[src/nand_cpu_pkg.sv]
package nand_cpu_pkg;

    localparam int DATA_W    = 8;                 // Data and address width
    localparam int INSTR_W   = 8;
    localparam int NUM_REG   = 16;
    localparam int REG_SEL_W = $clog2(NUM_REG);
    localparam int IMM4_W    = 4;                 // INT code field
    localparam int IMM6_W    = 6;                 // LI payload field
    localparam int SHAMT_W   = 3;                 // Shift amount bits taken from r

    // One operation per instruction class
    typedef enum logic [3:0] {
        ALU_CLR,
        ALU_CP,
        ALU_NND,
        ALU_LS,
        ALU_RS,
        ALU_EQ,
        ALU_NE,
        ALU_BR,
        ALU_JRL,
        ALU_LI,
        ALU_LD,
        ALU_ST,
        ALU_INT,
        ALU_HLT
    } alu_op_e;

endpackage
[src/alu.sv]
module alu (
    input  nand_cpu_pkg::alu_op_e           op,
    input  logic [nand_cpu_pkg::DATA_W-1:0] a_data,
    input  logic [nand_cpu_pkg::DATA_W-1:0] r_data,
    input  logic [nand_cpu_pkg::IMM6_W-1:0] immdt6,
    input  logic [nand_cpu_pkg::DATA_W-1:0] mem_rdata,
    output logic [nand_cpu_pkg::DATA_W-1:0] a_next,
    output logic                            cmp
);

    logic [nand_cpu_pkg::SHAMT_W-1:0] shamt;

    assign shamt = r_data[nand_cpu_pkg::SHAMT_W-1:0];

    always_comb begin
        case (op)
            nand_cpu_pkg::ALU_CLR: begin
                a_next = '0;
            end
            nand_cpu_pkg::ALU_NND: begin
                a_next = ~(a_data & r_data);
            end
            nand_cpu_pkg::ALU_LS: begin
                a_next = a_data << shamt;            // Logical, zero fill
            end
            nand_cpu_pkg::ALU_RS: begin
                a_next = a_data >> shamt;
            end
            nand_cpu_pkg::ALU_LI: begin
                // Old A moves up by six, immediate fills the bottom
                a_next = {a_data[nand_cpu_pkg::DATA_W-nand_cpu_pkg::IMM6_W-1:0], immdt6};
            end
            nand_cpu_pkg::ALU_LD: begin
                a_next = mem_rdata;
            end
            default: begin
                a_next = a_data;                     // A unchanged
            end
        endcase
    end

    // NE inverts the equality test
    assign cmp = (op == nand_cpu_pkg::ALU_NE) ? (a_data != r_data) : (a_data == r_data);

endmodule

[config.mk]
export PLATFORM = sky130hd
export DESIGN_NAME = alu
export DESIGN_NICKNAME = d
export VERILOG_FILES = /design/src/nand_cpu_pkg.sv /design/src/alu.sv
export SDC_FILE = /design/constraint.sdc
export NUM_CORES = 1
export LEC_CHECK = 0
export BUFFER_PORTS_ARGS = -buffer_cell sky130_fd_sc_hd__buf_2
export CORE_MARGIN = 3
export CORE_UTILIZATION = 30
export DETAILED_ROUTE_END_ITERATION = 8
export SLEW_MARGIN = 20
export SYNTH_ARGS = -nofsm -noshare
export SYNTH_HDL_FRONTEND = slang
export SYNTH_SLANG_ARGS = --single-unit
[constraint.sdc]
create_clock -name vclk -period 3.9
set_input_delay 0.975 -clock vclk [all_inputs]
set_output_delay 0.975 -clock vclk [all_outputs]
set_load 0.1 [all_outputs]
==> run_results.csv <==
group,metric,value,unit
place,place_inst,219,
grt,grt_pass1_vias,1179,
timing,relSlewSlack,0.705,
worst_setup_path,cp_num_buf_inv,2,
final_layout,seq_cell_count,0,
timing,worst-slew-pin-transition,0.443,ns
final_layout,final_nets,218,
final_layout,layout.cells.non_filler,219,
route,drt_first_iter_violations,122,
worst_setup_path,start_kind,"input port",
worst_setup_path,slowest_stage,"nor4bb_1",
clock_network,cts_setup_buffers,0,
final_layout,final_area,0.00145,mm²
place,port_buffers,43,
route,wl,3.48,mm
worst_setup_path,path_cells,"buf_2 > nor4bb_1 > a211o_1 > o311ai_0 > o32a_1 > buf_12",
route,route.detailed.drc,0,
worst_setup_path,path_delay_family,"compound AO/OA/AOI/OAI gates",
route,drtPass1Iterations,4,
clock_network,hold_buffers,0,
floorplanning,dieArea,0.00434,mm²
final_layout,drive_above_1_share,0.353,
worst_setup_path,cpPeakStageDelay,0.42,ns
power,leakagePower,0.605,nW
logic_synthesis,synth_seq_area_share,0,
place,pre_cts_ws,0.257,ns
worst_setup_path,crit_arrival,2.70,ns
floorplanning,core_area,0.00339,mm²
worst_hold_path,hold_end,"a_next[6]",
timing,hold_violations,0,
timing,maxSlewViolCount,0,
route,vias,1265,
worst_hold_path,min_from,"a_data[6]",
floorplanning,die_width,65.9,µm
grt,grt_pass1_wl,5.68,mm
final_layout,seqCellArea,0,µm²
logic_synthesis,ys_types,47,
timing,fin_ws,0.222,ns
logic_synthesis,synth_top_cell_by_area,"mux4_2",
worst_setup_path,cp-end-kind,"primary output",
logic_synthesis,synth_area,0.00108,mm²
grt,grt_max_degree,21,
grt,track_usage,0.163,
logic_synthesis,synth_nets,183,
final_layout,nClkBuffers,0,
logic_synthesis,avgSynthCellArea,7.69,µm²
place,dpl_cell_area,0.00145,mm²
place,place_congestion,0.992,
power,peakVddDrop,0.0863,mV
grt,grt_antenna_before_repair,0,
job,max_cap_violations,0,
logic_synthesis,yosysWarnings,0,
worst_setup_path,worstPathMaxFanout,19,
timing,rsz0062_at_grt,"false",
floorplanning,fp.dieH,65.9,µm
clock_network,cts_resized,0,
place,hpwl,2.76,mm
timing,fmax,272,MHz
route,wl_per_cell,15.9,µm
timing,final-setup-viol-count,0,
logic_synthesis,synthTopCellsByArea,"mux4_2 13%, ha_1 10%, mux2i_1 7.4%, o32a_1 5.6%, nor2_1 4.2%",
final_layout,area_growth,35.0,%
logic_synthesis,syn_inst,140,
floorplanning,initial_utilization,0.317,
power,powerDensity,176,mW/mm²
route,detail-route-antenna-nets,0,
worst_hold_path,min_delay_path_depth,3,
timing,finalCritPeriodShare,0.943,
final_layout,diodes,0,
timing,finalWorstPathRequiredPeriod,3.68,ns
floorplanning,num_rows,21,
worst_hold_path,hold_class,"input port to primary output",
worst_setup_path,critPathKind,"input port to primary output",
worst_setup_path,worstPathRequired,2.92,ns
floorplanning,io-pin-count,43,
outcome,outcome,"complete, no violations",
logic_synthesis,synth_top_area_frac,0.126,
route,avgViaCountPerCell,5.78,
grt,grt.overflow.total,0,
-- kinds of logic after synthesis --
family / synth area share
adders and majority gates: 0.105
xor gates and xnor gates: 0.00814
muxes: 0.221
and+or+nand+nor: 0.301
buffers and inverters: 0.0791
AOI/OAI and AO/OA: 0.286
-- synth_stat cells (3+ instances only) --
cell type and number:
nor2_1 12, ha_1 9, o21ai_0 7, nand3_1 7, mux2i_1 8, nand2_1 8, a31oi_1 3, a22oi_1 3
nor2b_1 6, nor3_1 4, nand2b_1 5, a21oi_1 4, inv_1 4, mux4_2 6, o211ai_1 3, o32a_1 6
buf_2 8
-- cells in the final DEF, fill, tap and decap left out, types with 2 or more instances in the layout --
cell	instances
buf_12	9
nand3b_1	2
inv_1	4
ha_1	9
o21ai_0	7
nor2_1	12
a221oi_1	2
o32a_1	6
nand2_1	8
mux2i_1	8
a211oi_1	2
nor4_1	2
nand2b_1	5
o211ai_1	3
a31oi_1	2
a21oi_1	4
nor4bb_1	2
nand3_1	7
nor3_1	4
buf_2	34
mux2_2	2
buf_4	2
mux4_2	6
a22oi_1	3
nor2b_1	6
-- routing by layer --
| metal | vias to the layer above | global-route usage | wire (µm) |
|---|---|---|---|
| met5 | - | 0 | 0 |
| met4 | 0 | 0.0285 | 49 |
| met3 | 4 | 0.00680 | 184 |
| met2 | 39 | 0.272 | 1730 |
| met1 | 602 | 0.234 | 1520 |
| li1 | 620 | - | - |
-- power by group --
group          switching [mW]  internal, mW  total (mW)
logic                   0.156        0.0997       0.255
registers                   0             0           0
clock network               0             0           0
total                   0.156        0.0997       0.255
-- worst min-delay path, cell delays in order --
cell,delay [ns]
buf_2,0.14
o32a_1,0.20
buf_12,0.18
-- how the worst max path moves through the flow --
stage | startpoint | to | slack (ns) | cells after the start
6_report | op[3] | a_next[4] | 0.22 | 6
4_1_cts | op[3] | a_next[4] | 0.23 | 6
3_5_place_dp | op[3] | a_next[4] | 0.26 | 6
5_1_grt | r_data[0] | cmp | 0.05 | 7
2_1_floorplan | r_data[0] | cmp | -0.11 | 7
3_3_place_gp | r_data[0] | a_next[6] | 0.24 | 7
-- cell type report --
type | instances | area (µm²)
Timing Repair Buffer | 45 | 365
Tap cell | 46 | 57.6
Fill cell | 334 | 1940
Inverter | 5 | 18.8
Multi-Input combinational cell | 123 | 1010
-- metrics by stage --
step / total power, mW / utilization / TNS [ns] / hold WS (ns)
floorplan: 0.167 / - / -0.106 / 2.28
global placement: 0.255 / 0.429 / 0 / 2.47
detailed placement: 0.255 / 0.429 / 0 / 2.47
CTS: 0.256 / 0.429 / 0 / 2.47
global route: 0.271 / 0.429 / 0 / 2.48
finish: 0.255 / 0.429 / 0 / 2.47
Power figures use the tool's default switching activity.
