$ cat src/nand_cpu_pkg.sv
package nand_cpu_pkg;

    localparam int DATA_W    = 8;                 // Data and address width
    localparam int INSTR_W   = 8;
    localparam int NUM_REG   = 16;
    localparam int REG_SEL_W = $clog2(NUM_REG);
    localparam int IMM4_W    = 4;                 // INT code field
    localparam int IMM6_W    = 6;                 // LI payload field
    localparam int SHAMT_W   = 3;                 // Shift amount bits taken from r

    // One operation per instruction class
    typedef enum logic [3:0] {
        ALU_CLR,
        ALU_CP,
        ALU_NND,
        ALU_LS,
        ALU_RS,
        ALU_EQ,
        ALU_NE,
        ALU_BR,
        ALU_JRL,
        ALU_LI,
        ALU_LD,
        ALU_ST,
        ALU_INT,
        ALU_HLT
    } alu_op_e;

endpackage
$ cat src/register_file.sv
module register_file (
    input  logic                               clk,
    input  logic                               rst,
    input  logic [nand_cpu_pkg::REG_SEL_W-1:0] r_sel,
    input  logic                               write_r,
    input  logic                               write_a,
    input  logic [nand_cpu_pkg::DATA_W-1:0]    r_wdata,
    input  logic [nand_cpu_pkg::DATA_W-1:0]    a_wdata,
    output logic [nand_cpu_pkg::DATA_W-1:0]    r_data,
    output logic [nand_cpu_pkg::DATA_W-1:0]    a_data
);

    logic [nand_cpu_pkg::DATA_W-1:0] regs [nand_cpu_pkg::NUM_REG];
    logic [nand_cpu_pkg::DATA_W-1:0] acc;

    always_ff @(posedge clk) begin
        if (rst) begin
            acc <= '0;
            for (int i = 0; i < nand_cpu_pkg::NUM_REG; i++) begin
                regs[i] <= '0;
            end
        end else begin
            if (write_a) begin
                acc <= a_wdata;
            end
            if (write_r) begin
                regs[r_sel] <= r_wdata;
            end
        end
    end

    assign r_data = regs[r_sel];                 // Async read port
    assign a_data = acc;

    // Top level is expected to mask strobes while in reset
    a_no_write_in_rst: assert property (@(posedge clk) rst |-> !(write_r || write_a))
        else $error("register_file: write strobe during reset");

endmodule

$ cat config.mk
export PLATFORM = sky130hd
export DESIGN_NAME = register_file
export DESIGN_NICKNAME = d
export VERILOG_FILES = /design/src/nand_cpu_pkg.sv /design/src/register_file.sv
export SDC_FILE = /design/constraint.sdc
export NUM_CORES = 1
export LEC_CHECK = 0
export CAP_MARGIN = 5
export CORE_MARGIN = 5
export CORE_UTILIZATION = 57
export CTS_CLUSTER_DIAMETER = 60
export DETAILED_ROUTE_END_ITERATION = 7
export DONT_BUFFER_PORTS = 1
export GPL_TIMING_DRIVEN = 0
export PLACE_DENSITY = 0.76
export SKIP_LAST_GASP = 1
export SLEW_MARGIN = 0
export SYNTH_ARGS = -nofsm -noshare
export SYNTH_HDL_FRONTEND = slang
export SYNTH_SLANG_ARGS = --single-unit
$ cat constraint.sdc
create_clock -name clk -period 1.7 [get_ports clk]
set_input_delay 0.255 -clock clk [delete_from_list [all_inputs] [get_ports clk]]
set_output_delay 0.255 -clock clk [all_outputs]
set_load 0.05 [all_outputs]
==> metrics.md <==
| Metric | Value |
|---|---|
| Final period util | 128% |
| Netlist cell types | 24 |
| Critical Path AT | 1920 ps |
| Failing checks | setup timing |
| Crit-path cells | mux4_2 -> a22oi_2 -> nand2_4 |
| Crit path launch | regs[10][4] |
| Register-to-register setup slack | 720 ps |
| Die ar. | 13000 um2 |
| Routed Antenna Nets | 0 |
| Slowest cell on the critical path | mux4_2 |
| Final setup violation count | 8 |
| Number of global-route vias before repair | 3837 |
| Reg2Reg Depth | 2 |
| DRC viols | 0 |
| Cell total after placement | 542 |
| CP peak stage delay | 510 ps |
| Initial antenna violation count | 1 |
| Number of diodes | 0 |
| CP Class | reg -> out |
| Port Buffers | 0 |
| Post-synth EDFFs | 128 |
| H-tree Lvls | 4 |
| Final GP Congestion | 0.912 |
| Top FF cell, synth | edfxtp_1 |
| RSZ-0062 raised after global routing | true |
| Max transition margin | 48.5% |
| Power, Total | 8.15 mW |
| Status | complete, but fails checks |
| Root Buffer | clkbuf_8 |
| Post-synthesis cell area | 6170 um2 |
| Worst hold path type | in -> reg |
| Most common cell after layout, fill and taps aside | and2_1 |
| Worst setup EP type | output pin |
| Synth Net Count | 426 |
| Setup TNS | -3470 ps |
| Most frequent cells in the layout | 129 x and2_1, 128 x edfxtp_1, 32 x mux4_2, 18 x nor2_1 |
| Worst IR Drop VDD | 0.789 mV |
| Starting Density | 57.4% |
| Number of fillers in the final layout | 765 |
| Post-Layout Cell Count | 590 |
| Leakage | 2.53 nW |
| Cell Pwr Density | 1130 nW/um2 |
| Die W | 114 um |
| Largest net degree at the start of global routing | 17 |
| FF+latch count, synth | 136 |
| Syn Inst Count | 402 |
| WL final | 14300 um |
| Core Footprint | 10700 um2 |
| Avg WL per Cell | 24.2 um |
| DP Worst Slack | -470 ps |
| Ys Warns | 0 |
| Crit path time final | 2170 ps |
| Setup Skew | 0 ps |
| Number of max-cap violations | 0 |
| Critical Path Source Type | flip-flop |
| Die Ht | 114 um |
| Worst skew pair latency | 530 ps |
| Final HPWL DP | 9500 um |
| Area growth from synthesis to layout | 17.0% |
| Vias/cell | 5.94 |
| Cts bufs inserted | 17 |
| Via count | 3507 |
| Number of nets in the layout | 461 |
| Ys async rst share | 0% |
| Worst-path maximum fanout | 1 |
| Sequential area share after synthesis | 64.9% |
| Slew at the pin with the worst max-slew slack | 769 ps |
| DR iter-0 viols | 363 |
| Top Ports | 40 |
| First-pass GRT wire length | 21900 um |
| Ratio of cells with drive above 1 in the final layout | 26.4% |
| CP required | 1440 ps |
| CP endpoint | r_data[4] |
| FP Rows | 38 |
| Final WS setup | -471 ps |
| Drt pass-1 iters | 5 |
| Total grt overflow | 0 |
| Longest Clk Path Bufs | 2 |
| Worst hold margin | 248 ps |
| Avg Inst Size Synth | 15.3 um2 |
| Max Transition Viols Final | 0 |
| Clock sink count | 136 |
| Max Fclk | 461 MHz |
| R2r startpoint | a_data[6] |
| Final number of hold-violating endpoints | 0 |
| TritonCTS clock tree | done |
| Critical register-to-register path endpoint | a_data[6] |
| Worst-path clk slew | 60 ps |
| GRT Total Usage | 23.8% |
==> cells in the mapped netlist (2+ instances only) <==
library cell / count / share of area (%)
edfxtp_1: 128 / 62
nor3_2: 2 / 0.32
clkbuf_1: 13 / 0.79
a22oi_1: 16 / 1.9
nand2b_1: 2 / 0.20
and2_1: 129 / 13
nand4bb_1: 2 / 0.37
nor2_2: 3 / 0.30
nor2b_1: 2 / 0.20
mux2i_1: 8 / 1.3
mux4_2: 32 / 12
buf_2: 6 / 0.49
nand2_1: 9 / 0.55
nor2_1: 18 / 1.1
or2_2: 16 / 1.6
dfxtp_1: 8 / 2.6
==> where the power goes <==
part | switching (mW) | internal (mW)
registers | 0.0966 | 3.85
clock network | 1.40 | 2.09
logic | 0.452 | 0.265
==> worst min path at each step <==
| stage | cells after the start | end | startpoint |
|---|---|---|---|
| 2_1_floorplan | 2 | a_data[0] | a_wdata[0] |
| 3_3_place_gp | 2 | a_data[3] | a_wdata[3] |
| 3_5_place_dp | 2 | a_data[1] | a_wdata[1] |
| 4_1_cts | 3 | regs[0][7] | r_sel[3] |
| 5_1_grt | 3 | regs[0][0] | r_sel[3] |
| 6_report | 3 | a_data[5] | write_a |
==> routing by layer <==
layer / routed length, um / share of wire [%] / vias up / GRT usage [%]
met5: 19 / 0.13 / - / 0
li1: - / - / 1554 / -
met2: 7210 / 50 / 161 / 39.3
met1: 5430 / 38 / 1766 / 29.4
met3: 1310 / 9.2 / 24 / 7.96
met4: 310 / 2.2 / 2 / 8.47
==> layout make-up <==
class | count | area [um2] | share of cell area, %
Buffer | 23 | 116 | 1.61
Clock buffer | 17 | 414 | 5.74
Clock inverter | 15 | 155 | 2.15
Multi-Input combinational cell | 243 | 2190 | 30.4
Sequential cell | 136 | 4000 | 55.5
Tap cell | 140 | 175 | 2.43
Timing Repair Buffer | 16 | 160 | 2.22
==> state kept, by name (all words and copies together), names as in the netlist <==
register / count
regs: 128
a_data: 8
==> worst max-delay path, delay by kind of cell, from the launching register on <==
kind               cells  cell delay [ps]
muxes                  1              510
AOI/OAI and AO/OA      1              310
DFF                    1              380
and+or+nand+nor        1              180
==> what timing repair did <==
| action | 4_1_cts | 5_1_grt |
|---|---|---|
| pin swaps | 15 | 0 |
| resized for setup | 22 | 1 |
| buffers inserted | 0 | 0 |
| setup endpoints to repair | 8 | 16 |
| endpoints found under the hold margin | 56 | 0 |
| hold buffers | 16 | 0 |
==> per-stage QoR <==
| stage | util, % | area (um2) |
|---|---|---|
| after floorplan | - | 6200 |
| after global placement | 59.3 | 6370 |
| after detailed placement | 59.3 | 6370 |
| after CTS | 67.1 | 7210 |
| after global routing | 67.2 | 7220 |
| final | 67.2 | 7220 |
==> cell families after synthesis <==
group	Yosys count	synth area share, %
flops	136	64.9
buf+inv	23	1.72
compound gates	16	1.95
mux	40	13.0
simple gates	187	18.5
No activity file was read; power rests on OpenSTA's default activity.
