===== src/nand_cpu_pkg.sv =====
package nand_cpu_pkg;

    localparam int DATA_W    = 8;                 // Data and address width
    localparam int INSTR_W   = 8;
    localparam int NUM_REG   = 16;
    localparam int REG_SEL_W = $clog2(NUM_REG);
    localparam int IMM4_W    = 4;                 // INT code field
    localparam int IMM6_W    = 6;                 // LI payload field
    localparam int SHAMT_W   = 3;                 // Shift amount bits taken from r

    // One operation per instruction class
    typedef enum logic [3:0] {
        ALU_CLR,
        ALU_CP,
        ALU_NND,
        ALU_LS,
        ALU_RS,
        ALU_EQ,
        ALU_NE,
        ALU_BR,
        ALU_JRL,
        ALU_LI,
        ALU_LD,
        ALU_ST,
        ALU_INT,
        ALU_HLT
    } alu_op_e;

endpackage

===== src/program_counter.sv =====
module program_counter (
    input  logic                            clk,
    input  logic                            rst,
    input  nand_cpu_pkg::alu_op_e           op,
    input  logic                            cmp,
    input  logic [nand_cpu_pkg::DATA_W-1:0] r_data,
    output logic [nand_cpu_pkg::DATA_W-1:0] pc,
    output logic [nand_cpu_pkg::DATA_W-1:0] link,
    output logic                            halted
);

    logic                            flag;
    logic                            take;
    logic [nand_cpu_pkg::DATA_W-1:0] pc_next;

    assign link = pc + nand_cpu_pkg::DATA_W'(1);      // Wraps at 8 bits

    assign take = (op == nand_cpu_pkg::ALU_JRL) ||
                  ((op == nand_cpu_pkg::ALU_BR) && flag);

    assign pc_next = take ? r_data : link;

    always_ff @(posedge clk) begin
        if (rst) begin
            pc     <= '0;
            flag   <= 1'b0;
            halted <= 1'b0;
        end else if (!halted) begin
            pc <= pc_next;
            if ((op == nand_cpu_pkg::ALU_EQ) || (op == nand_cpu_pkg::ALU_NE)) begin
                flag <= cmp;
            end
            if (op == nand_cpu_pkg::ALU_HLT) begin
                halted <= 1'b1;                      // Sticky until reset
            end
        end
    end

    a_pc_frozen: assert property (@(posedge clk) disable iff (rst) halted |=> $stable(pc))
        else $error("program_counter: pc moved while halted");

endmodule


===== config.mk =====
export PLATFORM = sky130hd
export DESIGN_NAME = program_counter
export DESIGN_NICKNAME = d
export VERILOG_FILES = /design/src/nand_cpu_pkg.sv /design/src/program_counter.sv
export SDC_FILE = /design/constraint.sdc
export NUM_CORES = 1
export LEC_CHECK = 0
export BUFFER_PORTS_ARGS = -buffer_cell sky130_fd_sc_hd__buf_4
export CORE_MARGIN = 2
export CORE_UTILIZATION = 45
export CTS_CLUSTER_DIAMETER = 60
export CTS_CLUSTER_SIZE = 16
export DETAILED_ROUTE_END_ITERATION = 12
export PLACE_DENSITY = 0.77
export SETUP_SLACK_MARGIN = 0.05
export SLEW_MARGIN = 20
export SYNTH_ARGS = -nofsm -noshare
export SYNTH_HDL_FRONTEND = slang
export SYNTH_SLANG_ARGS = --single-unit

===== constraint.sdc =====
create_clock -name clk -period 1.8 [get_ports clk]
set_input_delay 0.18 -clock clk [delete_from_list [all_inputs] [get_ports clk]]
set_output_delay 0.18 -clock clk [all_outputs]
set_load 0.01 [all_outputs]

==> flow_metrics.tcl <==
set metrics [dict create \
    report.final.setup_viol 0 \
    drc 0 \
    regArea_um2 200 \
    fillers 137 \
    ys_seq_area_share_pct 28.9 \
    max_slew.worst_pin.slew_ps 520 \
    max_cap_violations 0 \
    ys.flop_type "sky130_fd_sc_hd__dfxtp_1" \
    core_area_um2 1470 \
    setup.worst_path.start_class "flip-flop" \
    netlist_area_um2 692 \
    timing.max_slew.rel_slack_pct 65.3 \
    yosys_register_bits 10 \
    number_of_inserted_diodes 0 \
    hold_path_depth 3 \
    cts_max_level 1 \
    hold_viol 0 \
    min_period_over_period_pct 87.6 \
    synthesis_to_finish_area_growth_pct 40.3 \
    numClockSinks 10 \
    post_drt_wl_per_cell_um 13.2 \
    detail_route.first_pass.iterations 4 \
    cts_post_setup_buffers_inserted 0 \
    cp_data_required_time_ps 1620 \
    synthCells 80 \
    port-buffer-count 31 \
    num_vias 702 \
    status "finished, final reports clean" \
    timing.final.crit_period_ps 1580 \
    tritoncts "done" \
    worst-endpoint-arrival_ps 1400 \
    detailedPlacementHpwl_um 1270 \
    total_clock_buffers_created_by_cts 3 \
    floorplan.initialDensity_pct 47.0 \
    dieHeight_um 43.2 \
    nNetsFinal 130 \
    grt_overflow 0 \
    postSynthNetCount 96 \
    vdd.ir_drop.worst_mv 0.313 \
    ant_nets 0 \
    global_route_wire_length_before_repair_um 2730 \
    viasPerCell 5.48 \
    max_clock_freq_mhz 634 \
    grt_start_max_net_pins 19 \
    worst_hold_path_type "input port to flip-flop" \
    p_sw_mw 0.163 \
    clock_path_buffers 2 \
    netSwitchingFraction_pct 29.0 \
    multiInputGateArea_um2 454 \
    p_total_mw 0.564 \
    worstRegToRegCells 4 \
    cp.buffers_inverters 1 \
    grt_pass1_vias 594 \
    post_route_cells_drive_above_1_share_pct 42.9 \
    maxSlewViolCount 0 \
    fp.dieW_um 43.2 \
    power_density_nw_per_um2 580 \
    final.setup.tns_ps 0 \
    worst-r2r-setup-slack_ps 290 \
    crit_family "flip-flops" \
    die_area_um2 1870 \
    power.combinational.fraction_pct 28.0 \
    reg_power_share_pct 44.7 \
    critical_path.endpoint_type "output pin" \
    cp_cell_sequence "ha_2, nand3_1, xnor2_1, buf_4" \
    floorplan.rows 14 \
    cp_max_fo 6 \
    top_level_ports 32 \
    grt_usage_pct 20.2 \
    detailed_router_s_first_iteration_violation_count 6 \
    p_leak_nw 0.442 \
    syn_avg_cell_area_um2 8.65 \
    place.gp.congestion 0.755 \
    synth-edff-count 0 \
    internal-power_mw 0.400 \
    rsz0062_at_grt "false" \
    clockRootBuffer "sky130_fd_sc_hd__clkbuf_4" \
    async_flop_share_pct 0 \
    criticalPathCategory "flip-flop to output pin" \
    fin_hold_ws_ps 148 \
    antenna_found_initial 0 \
    cpPeakStageDelay_ps 430 \
    power.clock.fraction_pct 27.3 \
    netlist-cell-type-count 32 \
    total_length_of_routed_wires_um 1690 \
    crit_slowest_cell "sky130_fd_sc_hd__dfxtp_1" \
    yosysWarningCount 0 \
    finClkSkew_ps 1.81 \
    crit_cells 4 \
    insertion_delay_ps 260 \
    path_clk_slew_ps 70 \
]
path summary, 6_finish.rpt:
check | endpoint | startpoint
worst max register to register | pc[7] | pc[0]
worst min-delay path | flag | cmp
worst max-delay path | link[4] | pc[0]
worst min register to register | pc[1] | pc[1]
layout by cell type (no fill, tap or decap), drive strengths merged, types with 2 or more instances in the layout:
cell type | Yosys | routed
mux2i | 3 | 3
nand3 | 9 | 9
a31o | 2 | 2
or4b | 3 | 3
a21oi | 2 | 2
xor2 | 2 | 2
xnor2 | 5 | 5
and3 | 2 | 2
inv | 3 | 3
clkbuf | 3 | 3
nor2 | 8 | 8
nand2 | 6 | 6
dfxtp | 10 | 10
buf | 3 | 35
a41oi | 2 | 2
a211oi | 2 | 2
or3b | 3 | 3
o22ai | 2 | 2
registers in the layout, indices dropped and copies added (netlist names):
signal	cells
halted	1
pc	8
flag	1
cells in the mapped netlist, types with 2 or more instances:
cell type,count,area share (%)
sky130_fd_sc_hd__or3b_2,2,2.5
sky130_fd_sc_hd__nor2_1,8,4.3
sky130_fd_sc_hd__mux2i_1,3,4.3
sky130_fd_sc_hd__and3_1,2,1.8
sky130_fd_sc_hd__clkbuf_1,3,1.6
sky130_fd_sc_hd__or4b_1,3,4.3
sky130_fd_sc_hd__nand3_1,9,6.5
sky130_fd_sc_hd__xor2_1,2,2.5
sky130_fd_sc_hd__buf_2,2,1.4
sky130_fd_sc_hd__xnor2_1,5,6.3
sky130_fd_sc_hd__dfxtp_1,10,29
sky130_fd_sc_hd__nand2_1,6,3.3
sky130_fd_sc_hd__a31o_2,2,2.5
sky130_fd_sc_hd__a211oi_1,2,2.2
sky130_fd_sc_hd__o22ai_1,2,1.8
sky130_fd_sc_hd__inv_1,3,1.6
routing by layer:
metal	vias up	GRT usage [%]	share of wire, %
met1	322	23.9	43
met3	0	5.96	6.6
met2	23	32.2	50
met4	0	10.9	0
li1	357	-	-
met5	-	0	0
worst min-delay path: stages:
cell	delay (ps)
sky130_fd_sc_hd__buf_4	70
sky130_fd_sc_hd__mux2i_1	50
sky130_fd_sc_hd__nor2_1	70
timing repair:
action | in CTS | in global routing
hold buffers | 0 | 0
setup endpoints to repair | 0 | 1
resized for setup | 0 | 1
cells by family after synthesis:
group	synth area share (%)
muxes	6.51
xor gates and xnor gates	8.86
DFF	28.9
AOI/OAI and AO/OA	15.7
adders and majority gates	1.81
and+or+nand+nor	32.4
buffers and inverters	5.79
power groups by stage:
stage          registers (mW)  clock network, mW  logic [mW]
2_1_floorplan           0.257                  0      0.0750
3_3_place_gp            0.256                  0       0.154
3_5_place_dp            0.256                  0       0.157
4_1_cts                 0.251              0.158       0.158
5_1_grt                 0.254              0.172       0.172
6_report                0.252              0.154       0.158
through the flow:
stage,instance area [um2],setup slack [ps],util [%],cells
CTS,968,182,65.8,128
global route,971,77.0,66.0,128
floorplan,692,271,-,80
finish,971,224,66.0,128
global placement,946,276,64.3,125
detailed placement,946,208,64.3,125
area by class of cell:
| type | count | area share, % |
|---|---|---|
| tap | 16 | 2.06 |
| multi-input combinational | 61 | 46.8 |
| inverter | 3 | 1.16 |
| clock buffer | 3 | 2.32 |
| sequential | 10 | 20.6 |
| timing repair buffer | 35 | 27.1 |
(Power assumes the default switching activity.)
